## src/verilog/core_pkg.sv

```systemverilog
`default_nettype none

package core_pkg;

	localparam int XLEN   = 32;
	localparam int REG_AW = 5;

	localparam logic [XLEN-1:0] RESET_PC = 32'h0;

	// read response code for a good beat
	localparam logic [1:0] RESP_OKAY = 2'b00;

	typedef enum logic [1:0] {
		ST_ADDR,
		ST_DATA,
		ST_ISSUE,
		ST_WAIT_DONE
	} fetch_state_e;

	typedef enum logic [2:0] {
		BR_NONE,
		BR_COND,
		BR_JAL,
		BR_JALR
	} branch_e;

endpackage

`default_nettype wire

```

## src/verilog/rv_isa_pkg.sv

```systemverilog
`default_nettype none

package rv_isa_pkg;

	// major opcodes, bits [6:0]
	typedef enum logic [6:0] {
		OPC_LUI    = 7'b0110111,
		OPC_AUIPC  = 7'b0010111,
		OPC_JAL    = 7'b1101111,
		OPC_JALR   = 7'b1100111,
		OPC_BRANCH = 7'b1100011,
		OPC_LOAD   = 7'b0000011,
		OPC_STORE  = 7'b0100011,
		OPC_OP_IMM = 7'b0010011,
		OPC_OP     = 7'b0110011,
		OPC_SYSTEM = 7'b1110011
	} opcode_e;

	// alu group funct3
	localparam logic [2:0] F3_ADD  = 3'b000;
	localparam logic [2:0] F3_SLL  = 3'b001;
	localparam logic [2:0] F3_SLT  = 3'b010;
	localparam logic [2:0] F3_SLTU = 3'b011;
	localparam logic [2:0] F3_XOR  = 3'b100;
	localparam logic [2:0] F3_SR   = 3'b101;
	localparam logic [2:0] F3_OR   = 3'b110;
	localparam logic [2:0] F3_AND  = 3'b111;

	// branch funct3
	localparam logic [2:0] F3_BEQ  = 3'b000;
	localparam logic [2:0] F3_BNE  = 3'b001;
	localparam logic [2:0] F3_BLT  = 3'b100;
	localparam logic [2:0] F3_BGE  = 3'b101;
	localparam logic [2:0] F3_BLTU = 3'b110;
	localparam logic [2:0] F3_BGEU = 3'b111;

	localparam logic [2:0] F3_JALR = 3'b000;

	// funct7 of the base set and of SUB / SRA
	localparam logic [6:0] F7_BASE = 7'b0000000;
	localparam logic [6:0] F7_ALT  = 7'b0100000;

	typedef enum logic [3:0] {
		ALU_ADD,
		ALU_SUB,
		ALU_SLL,
		ALU_SLT,
		ALU_SLTU,
		ALU_XOR,
		ALU_SRL,
		ALU_SRA,
		ALU_OR,
		ALU_AND,
		ALU_PASS_B
	} alu_op_e;

endpackage

`default_nettype wire
```

## src/verilog/core_if.sv

```systemverilog
`timescale 1ns/100ps
`default_nettype none

// decode to execute bundle
interface dec_exe_if import rv_isa_pkg::*, core_pkg::*; ();
	logic              valid;
	logic [XLEN-1:0]   pc;
	alu_op_e           alu_op;
	logic [XLEN-1:0]   op_a;
	logic [XLEN-1:0]   op_b;
	logic [XLEN-1:0]   rs2_val;
	logic [XLEN-1:0]   imm;
	logic [2:0]        funct3;
	branch_e           branch;
	logic [REG_AW-1:0] rd;
	logic              rd_we;
	logic              illegal;

	modport source (output valid, pc, alu_op, op_a, op_b, rs2_val, imm, funct3, branch,
		rd, rd_we, illegal);
	modport sink (input valid, pc, alu_op, op_a, op_b, rs2_val, imm, funct3, branch,
		rd, rd_we, illegal);
endinterface

// execute to result bundle
interface exe_res_if import core_pkg::*; ();
	logic              valid;
	logic [XLEN-1:0]   pc;
	logic [XLEN-1:0]   result;
	logic [REG_AW-1:0] rd;
	logic              rd_we;
	logic [XLEN-1:0]   next_pc;
	logic              illegal;

	modport source (output valid, pc, result, rd, rd_we, next_pc, illegal);
	modport sink (input valid, pc, result, rd, rd_we, next_pc, illegal);
endinterface

`default_nettype wire

```

## src/verilog/alu_execute.sv

```systemverilog
`timescale 1ns/100ps
`default_nettype none

module alu_execute
	import rv_isa_pkg::*, core_pkg::*;
(
	input wire         clk,
	input wire         rst,
	dec_exe_if.sink    dec_i,
	exe_res_if.source  res_o
);

	logic [XLEN-1:0] alu_out;
	logic [XLEN-1:0] pc_plus4;
	logic [XLEN-1:0] target;
	logic [4:0]      shamt;
	logic            taken;
	logic            jump;

	assign shamt = dec_i.op_b[4:0];

	always_comb begin
		case (dec_i.alu_op)
			ALU_ADD:    alu_out = dec_i.op_a + dec_i.op_b;
			ALU_SUB:    alu_out = dec_i.op_a - dec_i.op_b;
			ALU_SLL:    alu_out = dec_i.op_a << shamt;
			ALU_SLT:    alu_out = {{(XLEN-1){1'b0}}, $signed(dec_i.op_a) < $signed(dec_i.op_b)};
			ALU_SLTU:   alu_out = {{(XLEN-1){1'b0}}, dec_i.op_a < dec_i.op_b};
			ALU_XOR:    alu_out = dec_i.op_a ^ dec_i.op_b;
			ALU_SRL:    alu_out = dec_i.op_a >> shamt;
			ALU_SRA:    alu_out = $signed(dec_i.op_a) >>> shamt;
			ALU_OR:     alu_out = dec_i.op_a | dec_i.op_b;
			ALU_AND:    alu_out = dec_i.op_a & dec_i.op_b;
			ALU_PASS_B: alu_out = dec_i.op_b;
			default:    alu_out = '0;
		endcase
	end

	// branch compare, rs1 sits in op_a
	always_comb begin
		case (dec_i.funct3)
			F3_BEQ:  taken = (dec_i.op_a == dec_i.rs2_val);
			F3_BNE:  taken = (dec_i.op_a != dec_i.rs2_val);
			F3_BLT:  taken = ($signed(dec_i.op_a) < $signed(dec_i.rs2_val));
			F3_BGE:  taken = ($signed(dec_i.op_a) >= $signed(dec_i.rs2_val));
			F3_BLTU: taken = (dec_i.op_a < dec_i.rs2_val);
			F3_BGEU: taken = (dec_i.op_a >= dec_i.rs2_val);
			default: taken = 1'b0;
		endcase
	end

	assign jump     = (dec_i.branch == BR_JAL) || (dec_i.branch == BR_JALR);
	assign pc_plus4 = dec_i.pc + XLEN'(4);
	assign target   = ((dec_i.branch == BR_JALR) ? dec_i.op_a : dec_i.pc) + dec_i.imm;

	always_ff @(posedge clk) begin
		if (rst)
			res_o.valid <= 1'b0;
		else
			res_o.valid <= dec_i.valid;
	end

	always_ff @(posedge clk) begin
		if (dec_i.valid) begin
			res_o.pc      <= dec_i.pc;
			res_o.rd      <= dec_i.rd;
			res_o.rd_we   <= dec_i.rd_we;
			res_o.illegal <= dec_i.illegal;
			res_o.result  <= jump ? pc_plus4 : alu_out;
			// targets are word aligned
			if (jump || (dec_i.branch == BR_COND && taken))
				res_o.next_pc <= {target[XLEN-1:2], 2'b00};
			else
				res_o.next_pc <= {pc_plus4[XLEN-1:2], 2'b00};
		end
	end

endmodule

`default_nettype wire

```

## src/verilog/fetch_unit.sv

```systemverilog
`timescale 1ns/100ps
`default_nettype none

module fetch_unit
	import core_pkg::*;
(
	input  wire             clk,
	input  wire             rst,
	input  wire             ar_ready_i,
	input  wire  [XLEN-1:0] r_data_i,
	input  wire  [1:0]      r_resp_i,
	input  wire             r_valid_i,
	input  wire             done_i,
	input  wire  [XLEN-1:0] next_pc_i,
	output logic [XLEN-1:0] ar_addr_o,
	output logic            ar_valid_o,
	output logic            r_ready_o,
	output logic            fetch_err_o,
	output logic            inst_valid_o,
	output logic [XLEN-1:0] inst_o,
	output logic [XLEN-1:0] pc_o
);

	fetch_state_e    state;
	fetch_state_e    state_nxt;
	logic [XLEN-1:0] pc;
	logic            ar_fire;
	logic            r_fire;
	logic            r_ok;

	assign ar_fire = ar_valid_o & ar_ready_i;
	assign r_fire  = r_ready_o & r_valid_i;
	assign r_ok    = (r_resp_i == RESP_OKAY);

	always_comb begin
		state_nxt = state;
		case (state)
			ST_ADDR: begin
				if (ar_fire)
					state_nxt = ST_DATA;
			end
			ST_DATA: begin
				// a bad response goes back and asks for the same pc again
				if (r_fire)
					state_nxt = r_ok ? ST_ISSUE : ST_ADDR;
			end
			ST_ISSUE:
				state_nxt = ST_WAIT_DONE;
			ST_WAIT_DONE: begin
				if (done_i)
					state_nxt = ST_ADDR;
			end
			default:
				state_nxt = ST_ADDR;
		endcase
	end

	always_ff @(posedge clk) begin
		if (rst) begin
			state       <= ST_ADDR;
			pc          <= RESET_PC;
			ar_valid_o  <= 1'b0;
			fetch_err_o <= 1'b0;
		end else begin
			state       <= state_nxt;
			ar_valid_o  <= (state_nxt == ST_ADDR);
			fetch_err_o <= r_fire & ~r_ok;
			if (done_i && state == ST_WAIT_DONE)
				pc <= next_pc_i;
		end
	end

	// instruction word held until decode has it
	always_ff @(posedge clk) begin
		if (r_fire && r_ok)
			inst_o <= r_data_i;
	end

	assign ar_addr_o    = pc;
	assign r_ready_o    = (state == ST_DATA);
	assign inst_valid_o = (state == ST_ISSUE);
	assign pc_o         = pc;

	a_addr_held: assert property (@(posedge clk) disable iff (rst)
		ar_valid_o && !ar_ready_i |=> ar_valid_o && $stable(ar_addr_o));

	// result block only reports back for the one instruction in flight
	a_done_in_wait: assert property (@(posedge clk) disable iff (rst)
		done_i |-> state == ST_WAIT_DONE);

endmodule

`default_nettype wire

```

## src/verilog/inst_decode.sv

```systemverilog
`timescale 1ns/100ps
`default_nettype none

module inst_decode
	import rv_isa_pkg::*, core_pkg::*;
(
	input  wire               clk,
	input  wire               rst,
	input  wire               inst_valid_i,
	input  wire  [XLEN-1:0]   inst_i,
	input  wire  [XLEN-1:0]   pc_i,
	input  wire  [XLEN-1:0]   rs1_data_i,
	input  wire  [XLEN-1:0]   rs2_data_i,
	output logic [REG_AW-1:0] rs1_addr_o,
	output logic [REG_AW-1:0] rs2_addr_o,
	dec_exe_if.source         dec_o
);

	opcode_e           opcode;
	logic [2:0]        funct3;
	logic [6:0]        funct7;
	logic [REG_AW-1:0] rd;
	logic [XLEN-1:0]   imm;
	logic              legal;
	logic              writes_rd;
	logic              use_pc;
	logic              use_imm;
	alu_op_e           alu_op;
	branch_e           branch;

	function automatic alu_op_e alu_sel(input logic [2:0] f3, input logic alt);
		alu_op_e op;
		case (f3)
			F3_ADD:  op = alt ? ALU_SUB : ALU_ADD;
			F3_SLL:  op = ALU_SLL;
			F3_SLT:  op = ALU_SLT;
			F3_SLTU: op = ALU_SLTU;
			F3_XOR:  op = ALU_XOR;
			F3_SR:   op = alt ? ALU_SRA : ALU_SRL;
			F3_OR:   op = ALU_OR;
			default: op = ALU_AND;
		endcase
		return op;
	endfunction

	assign opcode     = opcode_e'(inst_i[6:0]);
	assign funct3     = inst_i[14:12];
	assign funct7     = inst_i[31:25];
	assign rd         = inst_i[11:7];
	assign rs1_addr_o = inst_i[19:15];
	assign rs2_addr_o = inst_i[24:20];

	// immediate by format, I-type otherwise
	always_comb begin
		case (opcode)
			OPC_STORE:  imm = {{20{inst_i[31]}}, inst_i[31:25], inst_i[11:7]};
			OPC_BRANCH: imm = {{19{inst_i[31]}}, inst_i[31], inst_i[7], inst_i[30:25],
				inst_i[11:8], 1'b0};
			OPC_LUI, OPC_AUIPC:
				imm = {inst_i[31:12], 12'b0};
			OPC_JAL:    imm = {{11{inst_i[31]}}, inst_i[31], inst_i[19:12], inst_i[20],
				inst_i[30:21], 1'b0};
			default:    imm = {{20{inst_i[31]}}, inst_i[31:20]};
		endcase
	end

	always_comb begin
		legal     = 1'b0;
		writes_rd = 1'b1;
		use_pc    = 1'b0;
		use_imm   = 1'b1;
		alu_op    = ALU_ADD;
		branch    = BR_NONE;
		case (opcode)
			OPC_LUI: begin
				legal  = 1'b1;
				alu_op = ALU_PASS_B;
			end
			OPC_AUIPC: begin
				legal  = 1'b1;
				use_pc = 1'b1;
			end
			OPC_JAL: begin
				legal  = 1'b1;
				branch = BR_JAL;
			end
			OPC_JALR: begin
				legal  = (funct3 == F3_JALR);
				branch = BR_JALR;
			end
			OPC_BRANCH: begin
				// funct3 010 and 011 are unused
				legal     = (funct3[2:1] != 2'b01);
				writes_rd = 1'b0;
				use_imm   = 1'b0;
				branch    = BR_COND;
			end
			OPC_OP_IMM: begin
				alu_op = alu_sel(funct3, (funct3 == F3_SR) & funct7[5]);
				if (funct3 == F3_SLL)
					legal = (funct7 == F7_BASE);
				else if (funct3 == F3_SR)
					legal = (funct7 == F7_BASE) || (funct7 == F7_ALT);
				else
					legal = 1'b1;
			end
			OPC_OP: begin
				use_imm = 1'b0;
				alu_op  = alu_sel(funct3, funct7[5]);
				legal   = (funct7 == F7_BASE) ||
					(funct7 == F7_ALT && (funct3 == F3_ADD || funct3 == F3_SR));
			end
			default:
				legal = 1'b0;
		endcase
		// illegal words retire as a plain pc+4 step
		if (!legal)
			branch = BR_NONE;
	end

	always_ff @(posedge clk) begin
		if (rst)
			dec_o.valid <= 1'b0;
		else
			dec_o.valid <= inst_valid_i;
	end

	always_ff @(posedge clk) begin
		if (inst_valid_i) begin
			dec_o.pc      <= pc_i;
			dec_o.alu_op  <= alu_op;
			dec_o.op_a    <= use_pc ? pc_i : rs1_data_i;
			dec_o.op_b    <= use_imm ? imm : rs2_data_i;
			dec_o.rs2_val <= rs2_data_i;
			dec_o.imm     <= imm;
			dec_o.funct3  <= funct3;
			dec_o.branch  <= branch;
			dec_o.rd      <= rd;
			dec_o.rd_we   <= legal & writes_rd & (rd != '0);
			dec_o.illegal <= ~legal;
		end
	end

endmodule

`default_nettype wire

```

## src/verilog/reg_file.sv

```systemverilog
`timescale 1ns/100ps
`default_nettype none

module reg_file
	import core_pkg::*;
(
	input  wire               clk,
	input  wire               rst,
	input  wire  [REG_AW-1:0] ra1_i,
	input  wire  [REG_AW-1:0] ra2_i,
	input  wire               we_i,
	input  wire  [REG_AW-1:0] wa_i,
	input  wire  [XLEN-1:0]   wd_i,
	output logic [XLEN-1:0]   rd1_o,
	output logic [XLEN-1:0]   rd2_o
);

	// x1..x31, x0 reads as zero
	logic [XLEN-1:0] regs [31:1];

	assign rd1_o = (ra1_i == '0) ? '0 : regs[ra1_i];
	assign rd2_o = (ra2_i == '0) ? '0 : regs[ra2_i];

	always_ff @(posedge clk) begin
		if (we_i && wa_i != '0)
			regs[wa_i] <= wd_i;
	end

	// decode already drops rd_we for rd = x0
	a_no_x0_write: assert property (@(posedge clk) disable iff (rst)
		we_i |-> wa_i != '0);

endmodule

`default_nettype wire

```

## src/verilog/result_commit.sv

```systemverilog
`timescale 1ns/100ps
`default_nettype none

module result_commit
	import core_pkg::*;
(
	input  wire               clk,
	input  wire               rst,
	exe_res_if.sink           res_i,
	output logic              we_o,
	output logic [REG_AW-1:0] wa_o,
	output logic [XLEN-1:0]   wd_o,
	output logic              done_o,
	output logic [XLEN-1:0]   next_pc_o,
	output logic              retire_o,
	output logic [XLEN-1:0]   retire_pc_o,
	output logic              rd_we_o,
	output logic [REG_AW-1:0] rd_addr_o,
	output logic [XLEN-1:0]   rd_data_o,
	output logic              illegal_o
);

	logic rd_we_q;
	logic illegal_q;

	always_ff @(posedge clk) begin
		if (rst)
			retire_o <= 1'b0;
		else
			retire_o <= res_i.valid;
	end

	// retirement record
	always_ff @(posedge clk) begin
		if (res_i.valid) begin
			retire_pc_o <= res_i.pc;
			rd_addr_o   <= res_i.rd;
			rd_data_o   <= res_i.result;
			next_pc_o   <= res_i.next_pc;
			rd_we_q     <= res_i.rd_we;
			illegal_q   <= res_i.illegal;
		end
	end

	assign rd_we_o   = retire_o & rd_we_q;
	assign illegal_o = retire_o & illegal_q;

	// write-back and fetch restart share the retire cycle
	assign we_o   = rd_we_o;
	assign wa_o   = rd_addr_o;
	assign wd_o   = rd_data_o;
	assign done_o = retire_o;

	// one instruction in flight, so retirements never touch
	a_retire_gap: assert property (@(posedge clk) disable iff (rst)
		retire_o |=> !retire_o);

endmodule

`default_nettype wire

```

## src/verilog/rv_core_top.sv

```systemverilog
`timescale 1ns/100ps
`default_nettype none

module rv_core_top
	import core_pkg::*;
(
	input  wire               clk,
	input  wire               rst,
	input  wire               ar_ready_i,
	input  wire  [XLEN-1:0]   r_data_i,
	input  wire  [1:0]        r_resp_i,
	input  wire               r_valid_i,
	output logic [XLEN-1:0]   ar_addr_o,
	output logic              ar_valid_o,
	output logic              r_ready_o,
	output logic              fetch_err_o,
	output logic              retire_o,
	output logic [XLEN-1:0]   retire_pc_o,
	output logic              rd_we_o,
	output logic [REG_AW-1:0] rd_addr_o,
	output logic [XLEN-1:0]   rd_data_o,
	output logic              illegal_o
);

	logic              inst_valid;
	logic [XLEN-1:0]   inst;
	logic [XLEN-1:0]   pc;
	logic [REG_AW-1:0] rs1_addr;
	logic [REG_AW-1:0] rs2_addr;
	logic [XLEN-1:0]   rs1_data;
	logic [XLEN-1:0]   rs2_data;
	logic              rf_we;
	logic [REG_AW-1:0] rf_wa;
	logic [XLEN-1:0]   rf_wd;
	logic              done;
	logic [XLEN-1:0]   next_pc;

	dec_exe_if dec_exe ();
	exe_res_if exe_res ();

	fetch_unit u_fetch (
		.clk(clk), .rst(rst),
		.ar_ready_i(ar_ready_i), .r_data_i(r_data_i), .r_resp_i(r_resp_i),
		.r_valid_i(r_valid_i), .done_i(done), .next_pc_i(next_pc),
		.ar_addr_o(ar_addr_o), .ar_valid_o(ar_valid_o), .r_ready_o(r_ready_o),
		.fetch_err_o(fetch_err_o), .inst_valid_o(inst_valid), .inst_o(inst), .pc_o(pc)
	);

	inst_decode u_decode (
		.clk(clk), .rst(rst),
		.inst_valid_i(inst_valid), .inst_i(inst), .pc_i(pc),
		.rs1_data_i(rs1_data), .rs2_data_i(rs2_data),
		.rs1_addr_o(rs1_addr), .rs2_addr_o(rs2_addr), .dec_o(dec_exe.source)
	);

	reg_file u_regs (
		.clk(clk), .rst(rst),
		.ra1_i(rs1_addr), .ra2_i(rs2_addr),
		.we_i(rf_we), .wa_i(rf_wa), .wd_i(rf_wd),
		.rd1_o(rs1_data), .rd2_o(rs2_data)
	);

	alu_execute u_execute (
		.clk(clk), .rst(rst), .dec_i(dec_exe.sink), .res_o(exe_res.source)
	);

	result_commit u_commit (
		.clk(clk), .rst(rst), .res_i(exe_res.sink),
		.we_o(rf_we), .wa_o(rf_wa), .wd_o(rf_wd), .done_o(done), .next_pc_o(next_pc),
		.retire_o(retire_o), .retire_pc_o(retire_pc_o), .rd_we_o(rd_we_o),
		.rd_addr_o(rd_addr_o), .rd_data_o(rd_data_o), .illegal_o(illegal_o)
	);

endmodule

`default_nettype wire

```

## config.mk

```make
export PLATFORM = sky130hd
export DESIGN_NAME = rv_core_top
export DESIGN_NICKNAME = d
export VERILOG_FILES = /design/src/verilog/core_pkg.sv /design/src/verilog/rv_isa_pkg.sv /design/src/verilog/core_if.sv /design/src/verilog/alu_execute.sv /design/src/verilog/fetch_unit.sv /design/src/verilog/inst_decode.sv /design/src/verilog/reg_file.sv /design/src/verilog/result_commit.sv /design/src/verilog/rv_core_top.sv
export SDC_FILE = /design/constraint.sdc
export NUM_CORES = 2
export LEC_CHECK = 0
export BUFFER_PORTS_ARGS = -buffer_cell sky130_fd_sc_hd__buf_2
export CORE_MARGIN = 3
export CORE_UTILIZATION = 63
export CTS_CLUSTER_SIZE = 10
export DETAILED_ROUTE_END_ITERATION = 7
export PLACE_DENSITY_LB_ADDON = 0.1
export SYNTH_ARGS = -nofsm -noshare
export SYNTH_HDL_FRONTEND = slang
export SYNTH_SLANG_ARGS = --single-unit
```

## constraint.sdc

```tcl
create_clock -name clk -period 10 [get_ports clk]
set_input_delay 2.5 -clock clk [delete_from_list [all_inputs] [get_ports clk]]
set_output_delay 2.5 -clock clk [all_outputs]
set_load 0.005 [all_outputs]
```

==> impl_metrics.json <==
{
  "synth_top_area_share": 0.573,
  "start_util": 0.637,
  "htreeDepth": 4,
  "boundaryPins": 145,
  "worstPathMaxFanout": 63,
  "hold_viol": 0,
  "die_y_um": 347,
  "num_vias": 48400,
  "finalClockSkew_ps": 48.7,
  "dieArea_um2": 120000,
  "die_x_um": 347,
  "instances_no_fill": 6466,
  "slew_viol_final": 0,
  "insertion_delay_ps": 790,
  "timing.fmax_mhz": 206,
  "nets": 5084,
  "dp_cells": 6229,
  "postCtsSetupBuffers": 0,
  "synthFlopType": "edfxtp_1",
  "path_class": "reg -> reg",
  "grt_pass1_wl_mm": 342,
  "maxSlewHeadroom": 0.162,
  "track_usage": 0.402,
  "wl_per_cell_um": 37.3,
  "clk_pin_slew_worst_paths_ps": 70,
  "hpwl_mm": 153,
  "vias_per_cell": 7.48,
  "finalSetupTns_ps": 0,
  "fin_crit_sh": 0.486,
  "portBuffers": 140,
  "synthCells": 4776,
  "ys_warn_count": 0,
  "area_delta_synth_final_pct": 10.0,
  "drv_cap": 0,
  "drt_pre_antenna_iters": 6,
  "worstHoldPathType": "reg -> reg",
  "drive_above_1_share": 0.241,
  "clock_sinks": 1443,
  "synth_common_cells": "edfxtp_1 (1396), mux4_2 (593), nand2_1 (330), nor2_1 (310), a21oi_1 (242)",
  "synth.most_common_cell": "edfxtp_1",
  "start_kind": "register",
  "clockBufferDepth": 3,
  "ys_types": 93,
  "synth-seq-cells": 1443,
  "drcViolationCount": 0,
  "outcome": "finished, final reports clean",
  "grt_pass1_vias": 46800,
  "cts_buffers": 165,
  "vdd_ir_drop_max_mv": 0.165,
  "synth_edf_count": 1396,
  "tritoncts": "done",
  "drt_iter0_markers": 7531,
  "critPathRequiredTime_ps": 10510,
  "syn-cell-area_um2": 73200,
  "rsz0062_at_grt": "false",
  "hold_buffers": 0,
  "grt_start_max_net_pins": 151,
  "synth-async-reset-ratio": 0,
  "cts_resized": 0,
  "wl_mm": 241,
  "period_needed_ps": 4860,
  "yosysSeqAreaShare": 0.586,
  "core_um2": 115000,
  "num_rows": 124,
  "synth_area_leaders": "edfxtp_1 (57%), mux4_2 (18%), ha_1 (2.7%)",
  "syn_avg_cell_area_um2": 15.3,
  "arrival_ps": 5370,
  "cts_root_buffer": "clkbuf_16",
  "place.gp.congestion": 1.06,
  "end_kind": "register",
  "fillCellCount": 7458,
  "worstMarginPinSlew_ps": 1260,
  "yosys.area.top_type": "edfxtp_1",
  "p_leak_nw": 27.2,
  "setup_viol": 0,
  "ant_nets": 0,
  "power_density_nw_per_um2": 154,
  "grt_antenna_before_repair": 15,
  "grt-ovfl-total": 0
}
## kinds of logic after synthesis
family                     count (synthesis)  synth area share
DFF                                     1443             0.586
adders and majority gates                162            0.0279
and+or+nand+nor                          910            0.0552
AOI/OAI and AO/OA                        867            0.0770
buffers and inverters                    461            0.0251
other                                      1         0.0000512
xor gates and xnor gates                  66           0.00790
muxes                                    866             0.221
## layer usage
layer | routed length [um] | share of wire | up-vias | global-route usage
met5 | 42 | 0.00017 | - | 0
met4 | 14900 | 0.062 | 6 | 0.212
met3 | 29500 | 0.12 | 703 | 0.0884
met2 | 111000 | 0.46 | 3709 | 0.612
met1 | 85600 | 0.35 | 24600 | 0.553
li1 | - | - | 19400 | -
## per-stage QoR
| step | setup WS, ps | instance area (um2) | utilization | power [mW] | hold slack (ps) |
|---|---|---|---|---|---|
| floorplan | 1230 | 73200 | - | 6.97 | 400 |
| global placement | 5410 | 75800 | 0.660 | 7.09 | 401 |
| detailed placement | 5370 | 75800 | 0.660 | 7.09 | 405 |
| CTS | 5180 | 80500 | 0.701 | 12.5 | 401 |
| global route | 4910 | 80500 | 0.701 | 12.7 | 406 |
| finish | 5140 | 80500 | 0.701 | 12.4 | 402 |
## layout by cell type (no fill, tap or decap), drive strengths merged, types with 18 or more instances in the layout
cell type / n
mux2: 73
mux4: 593
clkinv: 18
o22ai: 24
a211oi: 69
a22oi: 23
o31ai: 18
xnor2: 42
xor2: 24
a221oi: 26
a21o: 45
o21ai: 217
o211ai: 28
dfxtp: 47
nor2: 310
buf: 261
a21oi: 246
nand3: 45
nor3: 58
mux2i: 200
clkbuf: 214
and2: 22
nand4: 23
nor4: 20
nand2: 330
ha: 160
edfxtp: 1396
nor2b: 28
inv: 140
## where the power goes
part	switching [mW]	internal [mW]
combinational	0.220	0.162
clock	2.40	3.06
sequential	0.0325	6.56
## sequential cells by signal, indices dropped and copies added, names as in the netlist, 32 cells and up, named ones only
signal	flops
u_decode.dec_o.op_a	32
u_fetch.inst_o	32
u_decode.dec_o.rs2_val	32
u_regs.regs	992
u_commit.rd_data_o	32
u_decode.dec_o.op_b	32
u_execute.res_o.result	32
u_decode.dec_o.imm	32
## layout make-up
type	instances	area, um2	share of cell area
Antenna cell	3	7.51	0.0000932
Clock buffer	214	4390	0.0545
Clock inverter	20	317	0.00393
Inverter	138	518	0.00643
Multi-Input combinational cell	2875	28800	0.358
Sequential cell	1443	42900	0.533
Tap cell	1512	1890	0.0235
Timing Repair Buffer	261	1650	0.0205
## critical path, stage by stage (launching register included)
cell and delay, ps:
edfxtp_1 320, buf_4 510, clkinv_1 140, buf_4 340
ha_1 470, nor3_1 290, o31ai_1 150, a211oi_1 540
a211oi_2 290, o21ai_1 440, a41oi_1 340, o31ai_1 390
xnor2_1 160, o221ai_1 120
## worst paths after layout
kind	from	to	slack (ps)	cells past startpoint
worst min register to register	u_execute.res_o.next_pc[5]	u_commit.next_pc_o[5]	400	0
worst max-delay path	u_decode.dec_o.op_b[2]	u_execute.res_o.result[29]	5140	13
worst max register to register	u_decode.dec_o.op_b[2]	u_execute.res_o.result[29]	5140	13
worst min-delay path	u_execute.res_o.next_pc[5]	u_commit.next_pc_o[5]	400	0
No activity file was read; power rests on OpenSTA's default activity.
